`src/source/dcache_macros.svh`:
```
`ifndef DCACHE_MACROS_SVH
`define DCACHE_MACROS_SVH

// cache geometry
`define DC_WAY_NUM      2
`define DC_SET_NUM      64
`define DC_LINE_WORDS   4
`define DC_SB_SIZE      4

// derived index widths
`define DC_IDX_W        $clog2(`DC_SET_NUM)
`define DC_WORD_IDX_W   $clog2(`DC_LINE_WORDS)

// address split: word offset 3:2, set index 9:4, tag 31:10
`define DC_WORD_LO      2
`define DC_IDX_LO       (`DC_WORD_LO + `DC_WORD_IDX_W)
`define DC_TAG_LO       (`DC_IDX_LO + `DC_IDX_W)
`define DC_TAG_W        (32 - `DC_TAG_LO)

`endif

```
`src/source/dcache_lsu_pkg.sv`:
```
`default_nettype none

`include "dcache_macros.svh"

package dcache_lsu_pkg;

    // access size of a load or store
    typedef enum logic [1:0] {
        MSIZE_BYTE = 2'd0,
        MSIZE_HALF = 2'd1,
        MSIZE_WORD = 2'd2
    } msize_e;

    // request from the cpu side, strb != 0 marks a store
    typedef struct packed {
        logic [31:0] addr;
        logic [31:0] wdata;
        logic [3:0]  strb;
        logic [3:0]  rmask;
        msize_e      size;
        logic        msigned;
        logic [3:0]  id;
    } lsu_req_t;

    // response back to the cpu side
    typedef struct packed {
        logic [31:0]            rdata;
        logic                   hit;
        logic [`DC_WAY_NUM-1:0] tag_hit;
        logic                   hit_dirty;
        logic                   is_store;
        logic [3:0]             id;
    } lsu_resp_t;

endpackage

`default_nettype wire

```
`src/source/dcache_load_align.sv`:
```
`timescale 1ns/1ps
`default_nettype none

`include "dcache_macros.svh"

module dcache_load_align
    import dcache_lsu_pkg::*;
(
    input  wire lsu_req_t                 req_i,
    input  wire logic [31:0]              merged_i,
    input  wire logic [3:0]               fwd_mask_i,
    input  wire logic [`DC_WAY_NUM-1:0]   tag_hit_i,
    output logic      [31:0]              load_data_o,
    output logic                          load_hit_o
);

    logic [7:0]  sel_byte;
    logic [15:0] sel_half;

    // the read mask names the lane
    always_comb begin
        sel_byte = '0;
        sel_half = '0;
        for (int b = 0; b < 4; b++) begin
            if (req_i.rmask[b]) begin
                sel_byte = merged_i[b*8 +: 8];
            end
        end
        for (int h = 0; h < 2; h++) begin
            if (req_i.rmask[2*h]) begin
                sel_half = merged_i[h*16 +: 16];
            end
        end
    end

    always_comb begin
        case (req_i.size)
            MSIZE_BYTE: load_data_o = {{24{req_i.msigned && sel_byte[7]}}, sel_byte};
            MSIZE_HALF: load_data_o = {{16{req_i.msigned && sel_half[15]}}, sel_half};
            default:    load_data_o = merged_i;
        endcase
    end

    // a miss still counts when the buffer covers every read byte
    assign load_hit_o = (|tag_hit_i) ||
                        ((|req_i.rmask) && ((req_i.rmask & fwd_mask_i) == req_i.rmask));

endmodule

`default_nettype wire

```
`config.mk`:
```
export PLATFORM = sky130hd
export DESIGN_NAME = dcache_load_align
export DESIGN_NICKNAME = d
export VERILOG_FILES = /design/src/source/dcache_lsu_pkg.sv /design/src/source/dcache_load_align.sv
export VERILOG_INCLUDE_DIRS = /design/src /design/src/source
export SDC_FILE = /design/constraint.sdc
export NUM_CORES = 1
export LEC_CHECK = 0
export BUFFER_PORTS_ARGS = -buffer_cell sky130_fd_sc_hd__buf_2
export CAP_MARGIN = 5
export CORE_MARGIN = 3
export CORE_UTILIZATION = 32
export DETAILED_ROUTE_END_ITERATION = 16
export GPL_ROUTABILITY_DRIVEN = 1
export PLACE_DENSITY = 0.81
export SYNTH_ARGS = -nofsm -noshare
export SYNTH_HDL_FRONTEND = slang
export SYNTH_SLANG_ARGS = --single-unit
export TNS_END_PERCENT = 50
```
`constraint.sdc`:
```
create_clock -name vclk -period 1.6
set_clock_uncertainty 0.05 [all_clocks]
set_input_delay 0.16 -clock vclk [all_inputs]
set_output_delay 0.16 -clock vclk [all_outputs]
set_load 0.005 [all_outputs]
```
* Yosys cells after proc, flatten, opt, wreduce, memory -nomap -nowiden
Index checks and enable logic that the tools add are counted.
** Word-level totals
- Register bits :: 0
- Input port bits :: 117
- Output and inout bits :: 33
- Word-level logic and storage cells :: 17
** Cells by class
- Eq/ne operators :: 2
- Mux-type cells :: 7
- Bitwise operators :: 1
- Reduce and logical (&&, ||, !) cells :: 7
** Operators with widths (number)
- case mux 32 bit (2 select lines) :: 1
- two-way mux 16 bit :: 2
- two-way mux 8 bit :: 4
- AND 4 bit :: 1
- == test 4 bit :: 1
- OR reduction 4 bit :: 1
- logical AND 1 bit :: 3
- == test 2 x 1 -> 1 bit (second input constant) :: 1
- logical NOT 2 bit :: 1
- OR reduction 2 bit :: 1
- logical OR 1 bit :: 1

* Logic depth before layout (Yosys ltp)
Gate-level depths: netlist of the first run.
- Word-level depth :: 6
- Depth in mapped cells :: 6
- Gate-level depth less buffers :: 4

* Least setup slack after synthesis of the first run
No wires, ideal clock.
- Path kind :: in2out
- Start point :: input req_i[5] (netlist bit)
- End point :: output load_data_o[22]
- Arrival time :: 1.252 ns
- Data required time :: 1.390 ns
- Slack :: 0.138 ns
- Stages :: 6
- Cells stage by stage :: or2_1 -> buf_6 -> a211oi_4 -> a221oi_4 -> buf_6 -> a211oi_4
** On the way
- Cells in the longest elaborated chain, start to end :: 2
- Elaborated cells on any way between the ends :: 3
** RTL lines
- from (decl) :: line dcache_load_align.sv:9 : input wire lsu_req_t req_i,
- == test 2 x 1 -> 1 bit or logical NOT 2 bit (tied branches) :: line dcache_load_align.sv:37 : case (req_i.size)
- case mux 32 bit (2 select lines) * :: line dcache_load_align.sv:37
- to (decl) :: line dcache_load_align.sv:13 : output logic [31:0] load_data_o,
Mark *: on every way between the ends. The rest lies on a longest branch, timed or not.

* Worst setup path after layout of the first run
- Start point :: input req_i[9] (netlist bit)
- End point :: output load_data_o[10]
** On the way
- Cells in the longest elaborated chain, start to end :: 4
- Elaborated cells on any way between the ends :: 5
** RTL lines
- two-way mux 8 bit (2 in a row) :: line dcache_load_align.sv:25 : if (req_i.rmask[b]) begin
- logical AND 1 bit :: line dcache_load_align.sv:38 : MSIZE_BYTE: load_data_o = {{24{req_i.msigned && sel_byte[7]}}, sel_byte};
- case mux 32 bit (2 select lines) * :: line dcache_load_align.sv:37
Marks and branches as above.

==> results of run 1 <==
-- power by group through the flow --
stage               Sequential, mW  Clock, mW  Combinational (mW)
global placement                 0          0               0.483
finish                           0          0               0.555
detailed placement               0          0               0.490
global route                     0          0               0.603
floorplan                        0          0               0.273
CTS                              0          0               0.545
-- through the flow --
step	setup slack, ns	hold WS [ns]	util [%]	area (µm²)
after global placement	-0.131	0.554	50.3	1570
final	-0.00726	0.545	56.2	1760
after floorplan	0.138	0.361	-	1070
after global routing	-0.0707	0.579	56.2	1760
after detailed placement	-0.141	0.559	50.3	1570
after CTS	-0.0319	0.558	55.2	1730
-- final cells by class --
class,count,share of cell area [%]
tap,44,3.13
inverter,9,1.92
timing repair buffer,102,36.4
multi-input combinational,129,58.6
-- repair_timing --
action,in CTS,in global routing
setup buffers,5,1
gates resized for setup,21,13
gates cloned,1,0
endpoints found under the setup margin,31,29
pin swaps,15,7
-- layer usage --
| layer | GRT usage [%] | vias to the layer above |
|---|---|---|
| met5 | 0 | - |
| met4 | 2.16 | 0 |
| met3 | 1.93 | 2 |
| met2 | 31.7 | 78 |
| met1 | 26.8 | 698 |
| li1 | - | 757 |
-- cell usage in the layout, fill, tap and decap left out, types with 3 or more instances in the layout --
cell type | synthesis | routed
buf_2 | 3 | 74
buf_4 | 1 | 18
nor2b_1 | 19 | 17
a22o_1 | 15 | 15
a22oi_1 | 15 | 15
nand2_1 | 13 | 13
o21ai_1 | 9 | 9
a21oi_1 | 17 | 9
inv_1 | 9 | 9
nor3_2 | 9 | 9
a21oi_2 | 0 | 8
a211oi_2 | 2 | 7
a221o_1 | 7 | 7
buf_6 | 3 | 7
a211oi_4 | 2 | 3
nor2_1 | 3 | 3
-- logic make-up (layout without fill, tap and decap cells) --
logic type | Yosys count | in the layout
simple gates | 54 | 54
compound gates | 75 | 75
buf+inv | 27 | 111
-- path summary, 6_finish.rpt --
kind	start	end	slack [ns]
setup / recovery	req_i[9]	load_data_o[10]	-0.007
hold / removal	tag_hit_i[0]	load_hit_o	0.55
==> summary.txt, run 1 <==
Floorplanning
  – DIE HEIGHT: 63.9 µm
  – Die area: a little over 4000 µm²
  – Die width: about 64 µm
  – Number of core rows: 20
  – Placeable core region: between 3000 and 4000 µm²
  – Starting utilization of the core area: between 30% and 40%
  – I/O pin total: 150

Drt
  – Iteration-0 DRC count of the detailed router: 91
  – Drt total wl: 4210 µm
  – Total length of routed met2 wires: 1990 µm
  – Remaining antenna violation count: 0
  – Top layer reached by signal wires: met4
  – Detailed route wirelength on metal3: slightly above 400 µm
  – Average vias per placed instance: 5.40
  – Met1 Routed Length: roughly 1800 µm
  – Avg WL per Cell: 14.8 µm
  – TritonRoute pass-1 iters: 4
  – Drt drc: 0
  – Vias after detailed routing: around 1500

Yosys
  – Leading area contributor after synthesis: a22o_1
  – Number of nets produced by synthesis: 273
  – Post-synthesis adder-cell area fraction: 0%
  – Most used standard cell by instance count after synthesis: nor2b_1
  – Mux share of post-synthesis cell area: 0%
  – Distinct cells, synth: 29
  – Fraction of the mapped netlist area in compound gates: 54.9%
  – Cell types with the largest area share after synthesis: a22o_1 (12%), nor2b_1 (11%), a22oi_1 (10%)
  – Post-Syn Area: ~1100 µm²
  – Main combinational cell family by area after synthesis: compound AO/OA/AOI/OAI gates
  – Simple-gate share of the synthesized area: between 30 and 40%
  – Synthesis warning total: 0
  – Average size of a mapped cell: 6.88 µm²
  – Leading post-synthesis cells by instance count: nor2b_1 (19), a21oi_1 (17), a22o_1 (15), a22oi_1 (15), nand2_1 (13)
  – Post-synth top area share: 12.2%
  – XOR/XNOR Fraction of Synth Area: 0%
  – Synthesized netlist cell count: 156
  – Sequential area share after synthesis: 0%

Timing
  – Measured slew at the worst slew-check pin: roughly 0.34 ns
  – Minimum clock period: 1.61 ns
  – Fin. max-slew vios: 0
  – Max-slew headroom at the worst pin: between 70% and 80%
  – Post-route worst setup slack: -0.00726 ns
  – RSZ-0062 raised after global routing: yes
  – Final hold vios: 0
  – Max Clock Freq: around 620 MHz
  – Period utilization: 100%
  – TNS Setup: -0.00924 ns
  – Number of setup violations in the final report: 2

Setup path
  – Standard cell with the maximum stage delay on the critical path: nor4b_4
  – Sort of element at the start of the critical path: input pin
  – Crit path cell chain: buf_8 -> and2b_2 -> buf_6 -> nor4b_4 -> a211oi_4 -> buf_6 -> a21oi_2 -> buf_2
  – CP Buf/Inv Count: 4
  – Worst Setup Path Type: in -> out
  – Worst path top cell family by delay: buffers and inverters
  – Crit path max fanout: 7
  – Crit path capture type: output port
  – Worst endpoint required time: 1.39 ns
  – Crit path arrival time: 1.40 ns
  – Most frequent CP cell: buf_6
  – Number of cells on the critical path: 8
  – Highest cell delay on the worst timing path: roughly 0.26 ns

Layout
  – Fill cell instance count of the final layout: 300
  – Number of clock buffers in the layout: 0
  – Final cell count without fillers: approximately 280
  – ANT cells: 0
  – Fraction of layout instances using a drive strength above 1: 56.7%
  – Footprint of the flip-flops and latches: 0 µm²
  – Count of sequential standard cells: 0
  – Net count, final: roughly 360
  – P&R area growth vs syn: 63.8%
  – Multi-input gate area in the final layout: 1030 µm²

Global route
  – Initial antenna violation count: 0
  – Aggregate global routing overflow: 0
  – Global-route wire length before repair: around 6500 µm
  – Number of global-route vias before repair: ~1400
  – GRT Total Usage: a little under a fifth
  – Maximum number of pins on one net before global-route repair: 23

Placement
  – HPWL after detailed placement: ~3100 µm
  – Final estimated routing congestion in global placement: a little over 0.8
  – Port bufs: 78
  – Post-placement cell count: approximately 280

Power and ir drop
  – Net switching fraction of the power: ~49%
  – PD cells: approximately 320 nW/µm²
  – Cell Int Power: 282 µW
  – Logic pwr share: 100.0%
  – P_sw: roughly 270 µW
  – Fraction of power consumed by sequential logic: 0%
  – Worst-case vdd ir drop: 0.000135 V
  – Leakage power figure: between 0.8 and 0.9 nW
  – Final Total Pwr: ~550 µW
  – Clock group share of total power: 0%

Min path
  – Cells on Worst Hold Path: 4
  – Hold crit path type: in -> out

Run status
  – Result of the run: complete, but fails checks
  – Failing checks: negative setup slack

Clock network
  – Number of buffers added to fix hold violations after cts: 0

Flow run
  – Maxcap violations: 0
(Power assumes the default switching activity.)
==> run 2, diff against run 1 <==
Settings changed: ABC_AREA set to 1, CORE_UTILIZATION 32 to 31, PLACE_DENSITY 0.81 to 0.82.
==> run 2 against run 1 <==
  * The flow now finishes without violations
  * First-iteration DRC count increased by 6.6%
  * Sequential share of layout area is the same
  * Die area shrank 3.9%
  * Final cell count is 15% higher
  * Global-route usage shrank 0.74 points
  * Synthesized cell count is 36% higher
  * Total power shrank 27%
  * Sequential cell count unchanged
  * Critical path depth fell by 2
  * Final area down 19%
  * Critical endpoint is now load_data_o[26]
  * Largest cell class unchanged
  * Largest power group unchanged
==> summary.txt, run 2 <==
Yosys
  – Number of nets produced by synthesis: 329 (+21%)
  – Post-Syn Area: 995 µm² (-7.3%)
  – Sequential area share after synthesis: 0% (unchanged)
  – Synthesis warning total: 0 (unchanged)
  – Average size of a mapped cell: 4.69 µm² (-32%)
  – Leading post-synthesis cells by instance count: nand2_1 (91), nand3_1 (43), nor2_1 (18)
  – Post-synth top area share: 34.3% (+22 points)
  – Cell types with the largest area share after synthesis: nand2_1 (34%), nand3_1 (22%), nor2_1 (6.8%)
  – Leading area contributor after synthesis: nand2_1
  – Most used standard cell by instance count after synthesis: nand2_1
  – Distinct cells, synth: 19 (-34%)
  – Synthesized netlist cell count: 212 (+36%)

Layout
  – Post-Layout Inst Area: 1430 µm² (-19%)
  – Highest-count cells in the layout ignoring fill and taps: nand2_1 (90), buf_2 (78), nand3_1 (43)
  – Net count, final: 404 (+13%)
  – Footprint of the flip-flops and latches: 0 µm² (unchanged)
  – Fill cell instance count of the final layout: 345 (+15%)
  – Final cell count without fillers: 327 (+15%)
  – Number of clock buffers in the layout: 0 (unchanged)
  – P&R area growth vs syn: 43.9%
  – Most frequent standard cell in the layout excluding fill and tap cells: nand2_1
  – Multi-input gate area in the final layout: 876 µm² (-15%)
  – ANT cells: 0 (unchanged)
  – Fraction of layout instances using a drive strength above 1: 35.8% (-21 points)
  – Count of sequential standard cells: 0 (unchanged)

Timing
  – Period utilization: 90.7% (-9.7 points)
  – Final hold vios: 0 (unchanged)
  – Number of setup violations in the final report: 0 (-2)
  – RSZ-0062 raised after global routing: no
  – Max Clock Freq: 689 MHz (+11%)
  – Minimum clock period: 1.45 ns (-0.156 ns)
  – Fin. max-slew vios: 0 (unchanged)
  – Measured slew at the worst slew-check pin: 0.277 ns (-0.0590 ns)
  – TNS Setup: 0 ns (+0.00924 ns)
  – Max-slew headroom at the worst pin: 81.5% (+4.0 points)
  – Final hold slack: 0.526 ns (-0.0196 ns)

Drt
  – Drt drc: 0 (unchanged)
  – Drt total wl: 3690 µm (-12%)
  – Average vias per placed instance: 4.91 (-9.1%)
  – Iteration-0 DRC count of the detailed router: 97 (+6.6%)
  – TritonRoute pass-1 iters: 4 (unchanged)
  – Remaining antenna violation count: 0 (unchanged)
  – Vias after detailed routing: 1606 (+4.6%)
  – Avg WL per Cell: 11.3 µm (-24%)

Global route
  – Initial antenna violation count: 0 (unchanged)
  – Global-route wire length before repair: 6280 µm (-3.7%)
  – Maximum number of pins on one net before global-route repair: 32 (+39%)
  – Aggregate global routing overflow: 0 (unchanged)
  – GRT Total Usage: 18.3% (-0.74 points)
  – Number of global-route vias before repair: 1427 (+0.85%)

Placement
  – Total placed instance area: 1430 µm² (-9.2%)
  – Post-placement cell count: 327 (+18%)
  – HPWL after detailed placement: 3050 µm (-2.3%)
  – Final estimated routing congestion in global placement: 0.857 (+4.9%)
  – Port bufs: 78 (unchanged)

Power and ir drop
  – Leakage power figure: 0.875 nW (+5.5%)
  – Cell Int Power: 187 µW (-33%)
  – Fraction of power consumed by sequential logic: 0% (unchanged)
  – Logic pwr share: 100.0% (about the same)
  – Net switching fraction of the power: 53.9% (+4.7 points)
  – Clock group share of total power: 0% (unchanged)
  – P_sw: 219 µW (-20%)
  – Worst-case vdd ir drop: 0.000103 V (-24%)
  – Final Total Pwr: 407 µW (-27%)
  – PD cells: 284 nW/µm² (-10%)

Floorplanning
  – DIE HEIGHT: 62.6 µm (-2.0%)
  – Placeable core region: 2900 µm² (-7.3%)
  – Die area: 3920 µm² (-3.9%)
  – I/O pin total: 150 (unchanged)
  – Number of core rows: 19 (-5.0%)
  – Starting utilization of the core area: 34.3% (about the same)
  – Die width: 62.6 µm (-2.0%)

Run status
  – Result of the run: finished clean

Clock network
  – Post-CTS sizing: 0 (-100%)
  – Setup fix buffers added after clock tree synthesis: 0 (-5)
  – Number of buffers added to fix hold violations after cts: 0 (unchanged)

Setup path
  – Crit path capture type: output port
  – Highest cell delay on the worst timing path: 0.25 ns (about the same)
  – Worst Setup Path Type: in -> out
  – Crit path max fanout: 24 (+17)
  – Most frequent CP cell: buf_2
  – Crit path arrival time: 1.24 ns (-0.16 ns)
  – Sort of element at the start of the critical path: input pin
  – Worst endpoint required time: 1.39 ns (about the same)
  – Standard cell with the maximum stage delay on the critical path: or2_1
  – Crit path cell chain: buf_2 -> or2_1 -> a21oi_4 -> nand3_4 -> nand3_1 -> buf_2

Flow run
  – Maxcap violations: 0 (unchanged)

Min path
  – Hold crit path type: in -> out
## run 2: cell types whose count changed in the layout (fill, tap and decap cells not counted), sizes merged, moves of 10 or more
| cell | change |
|---|---|
| a211oi | -10 |
| a22o | -15 |
| a22oi | -15 |
| buf | -12 |
| nand2 | +78 |
| nand3 | +44 |
| nor2 | +16 |
| nor2b | -20 |
| nor3 | -10 |
## run 2: cell type report
type / count / area share (%)
well taps: 42 / 3.67
multi-input cells: 189 / 61.2
inverters: 6 / 1.57
repair buffers: 90 / 33.6
## run 2: routing by layer
layer	vias to the layer above	track usage (%)	wire, µm
met5	-	0	0
met4	0	1.10	6
met3	2	3.96	397
met2	74	29.0	1640
met1	685	26.2	1650
li1	845	-	-
## run 2: logic make-up after synthesis
group	Yosys count	share of synthesized area, %
buffers and inverters	23	12.2
AO/OA/AOI/OAI	25	15.8
AND/OR/NAND/NOR	164	72.0
## run 2: metrics by stage
step	utilization, %	worst slack (ns)
6_report	49.4	0.149
5_1_grt	49.4	0.0119
4_1_cts	49.3	0.125
3_5_place_dp	49.3	0.126
3_3_place_gp	49.3	0.150
2_1_floorplan	-	0.313
## run 2: final timing paths
path	startpoint	end	slack [ns]	cells past startpoint
setup / recovery	req_i[6]	load_data_o[26]	0.15	6
hold / removal	tag_hit_i[0]	load_hit_o	0.53	4
## run 2: critical path, delay by kind of cell
| family | cells | cell delay [ns] |
|---|---|---|
| AND/OR/NAND/NOR | 3 | 0.66 |
| buffers and inverters | 2 | 0.25 |
| AO/OA/AOI/OAI | 1 | 0.16 |
## run 2: power groups by stage
stage / clock network [mW] / logic [mW] / registers (mW)
after floorplan: 0 / 0.223 / 0
after global placement: 0 / 0.400 / 0
after detailed placement: 0 / 0.407 / 0
after CTS: 0 / 0.408 / 0
after global routing: 0 / 0.462 / 0
final: 0 / 0.407 / 0
==> run 3, diff against run 2 <==
Settings changed: CELL_PAD_IN_SITES_DETAIL_PLACEMENT set to 0, CELL_PAD_IN_SITES_GLOBAL_PLACEMENT set to 2, CORE_UTILIZATION 31 to 11, TNS_END_PERCENT 50 to unset.
==> run 3 against run 2 <==
  * Sequential cell count unchanged
  * Worst hold slack worse by 0.0010 ns
  * Global-route usage fell by 9.0 points
  * Count of clock-buffer cells in the layout is the same
  * Total power increased by 7.4%
  * Setup slack got worse by 0.057 ns
  * Sequential share of layout area stayed put
  * Critical path depth up 3
  * Routed wire length rose by 36%
  * Non-clock buffer count rose by 5
  * Die area rose to 2.6 times the previous value
  * Maximum frequency shrank 3.8%
==> summary.txt, run 3 (same netlist as run 2, synthesis figures left out) <==
Global route
  – GRT Total Usage: 9.22% (-9.0 points)
  – Initial antenna violation count: 1 (+1)
  – Aggregate global routing overflow: 0 (unchanged)
  – Number of global-route vias before repair: 1470 (+3.0%)
  – Maximum number of pins on one net before global-route repair: 33 (+3.1%)
  – Global-route wire length before repair: 7680 µm (+22%)

Placement
  – Port bufs: 78 (unchanged)
  – Final estimated routing congestion in global placement: 0.819 (-4.4%)
  – HPWL after detailed placement: 4230 µm (+39%)
  – Setup slack after placement: 0.0527 ns (-0.0730 ns)

Setup path
  – Worst endpoint required time: 1.39 ns (about the same)
  – Crit path max fanout: 6 (-75%)
  – Worst Setup Path Type: in -> out
  – Sort of element at the start of the critical path: input pin
  – Crit path arrival time: 1.30 ns (+0.06 ns)
  – Crit path capture type: output port

Timing
  – Fin. max-slew vios: 0 (unchanged)
  – Final hold vios: 0 (unchanged)
  – Post-route worst setup slack: 0.0912 ns (-0.0574 ns)
  – Number of setup violations in the final report: 0 (unchanged)
  – Max Clock Freq: 663 MHz (-3.8%)
  – TNS Setup: 0 ns (unchanged)
  – Minimum clock period: 1.51 ns (+0.0574 ns)
  – Measured slew at the worst slew-check pin: 0.353 ns (+0.0764 ns)
  – RSZ-0062 raised after global routing: no
  – Period utilization: 94.3% (+3.6 points)
  – Max-slew headroom at the worst pin: 76.5% (-5.1 points)

Layout
  – P&R area growth vs syn: 59.6%
  – Highest-count cells in the layout ignoring fill and taps: nand2_1 (91), buf_2 (77), nand3_1 (43)
  – Fill cell instance count of the final layout: 1056 (+210%)
  – Multi-input gate area in the final layout: 873 µm² (-0.29%)
  – Footprint of the flip-flops and latches: 0 µm² (unchanged)
  – Net count, final: 409 (+1.2%)
  – Count of sequential standard cells: 0 (unchanged)
  – Fraction of layout instances using a drive strength above 1: 36.6% (+0.76 points)
  – Most frequent standard cell in the layout excluding fill and tap cells: nand2_1
  – Number of clock buffers in the layout: 0 (unchanged)
  – ANT cells: 0 (unchanged)

Power and ir drop
  – Leakage power figure: 0.914 nW (+4.5%)
  – PD cells: 275 nW/µm² (-3.2%)
  – Final Total Pwr: 437 µW (+7.4%)
  – Worst-case vdd ir drop: 0.0000480 V (-53%)

Min path
  – Hold crit path type: in -> out
  – Start point of the worst hold path: tag_hit_i[0]
  – Cells on Worst Hold Path: 4 (unchanged)
  – Terminating pin of the worst hold path: load_hit_o

Drt
  – Drt drc: 0 (unchanged)
  – Avg WL per Cell: 12.7 µm (+12%)
  – Average vias per placed instance: 4.00 (-19%)
  – Remaining antenna violation count: 0 (unchanged)
  – TritonRoute pass-1 iters: 4 (unchanged)
  – Iteration-0 DRC count of the detailed router: 103 (+6.2%)
  – Drt total wl: 5040 µm (+36%)
  – Vias after detailed routing: 1591 (-0.93%)

Floorplanning
  – Die area: 10200 µm² (+160%)
  – Die width: 101 µm (+61%)
  – DIE HEIGHT: 101 µm (+61%)
  – I/O pin total: 150 (unchanged)
  – Placeable core region: 8760 µm² (+200%)
  – Starting utilization of the core area: 11.4% (-23 points)
  – Number of core rows: 34 (+15)

Flow run
  – Maxcap violations: 0 (unchanged)

Run status
  – Result of the run: finished clean
-- run 3: changes by cell type in the layout (fill, tap and decap cells not counted) --
cell / change
nand2_2: -1
nand2_1: +1
buf_12: +2
clkbuf_4: +1
buf_6: +3
buf_2: -1
-- run 3: stage by stage --
stage	utilization, %	cells	cell area [µm²]	hold slack, ns
after global placement	17.8	396	1560	0.519
after global routing	18.1	398	1590	0.546
final	18.1	398	1590	0.525
after floorplan	-	212	995	0.350
after detailed placement	17.8	396	1560	0.524
after CTS	17.8	396	1560	0.525
-- run 3: timing repair --
action	in CTS	in global routing
hold buffers	0	0
endpoints found under the setup margin	0	12
endpoints found under the hold margin	0	0
resized for setup	0	4
setup buffers	0	2
-- run 3: final cells by class --
type / instances / share of cell area (%)
Timing Repair Buffer: 95 / 35.1
Tap cell: 108 / 8.51
Inverter: 6 / 1.42
Multi-Input combinational cell: 189 / 55.0
-- run 3: worst max path at each step --
stage	startpoint	to	slack, ns	cells past startpoint
4_1_cts	req_i[9]	load_data_o[10]	0.05	9
6_report	req_i[9]	load_data_o[14]	0.09	9
5_1_grt	req_i[9]	load_data_o[11]	0.006	9
3_5_place_dp	req_i[9]	load_data_o[10]	0.05	9
3_3_place_gp	req_i[9]	load_data_o[10]	0.06	9
2_1_floorplan	req_i[6]	load_data_o[10]	0.31	7
-- run 3: critical path, stage by stage --
cell,delay [ns]
clkbuf_4,0.14
inv_1,0.06
or2_2,0.28
nand2_1,0.07
nand2_1,0.09
nand3_4,0.15
buf_4,0.13
nand3_1,0.07
buf_2,0.14
-- run 3: power breakdown --
part / internal [mW] / switching [mW] / total (mW)
clock: 0 / 0 / 0
sequential: 0 / 0 / 0
combinational: 0.200 / 0.237 / 0.437
-- run 3: routing by layer --
| metal | up-vias | routed length [µm] | track usage [%] | part of all wire [%] |
|---|---|---|---|---|
| met5 | - | 7 | 0 | 0.14 |
| met4 | 2 | 0 | 0 | 0 |
| met3 | 2 | 446 | 2.49 | 8.9 |
| met2 | 45 | 2340 | 15.1 | 46 |
| met1 | 687 | 2240 | 12.8 | 45 |
| li1 | 855 | - | - | - |
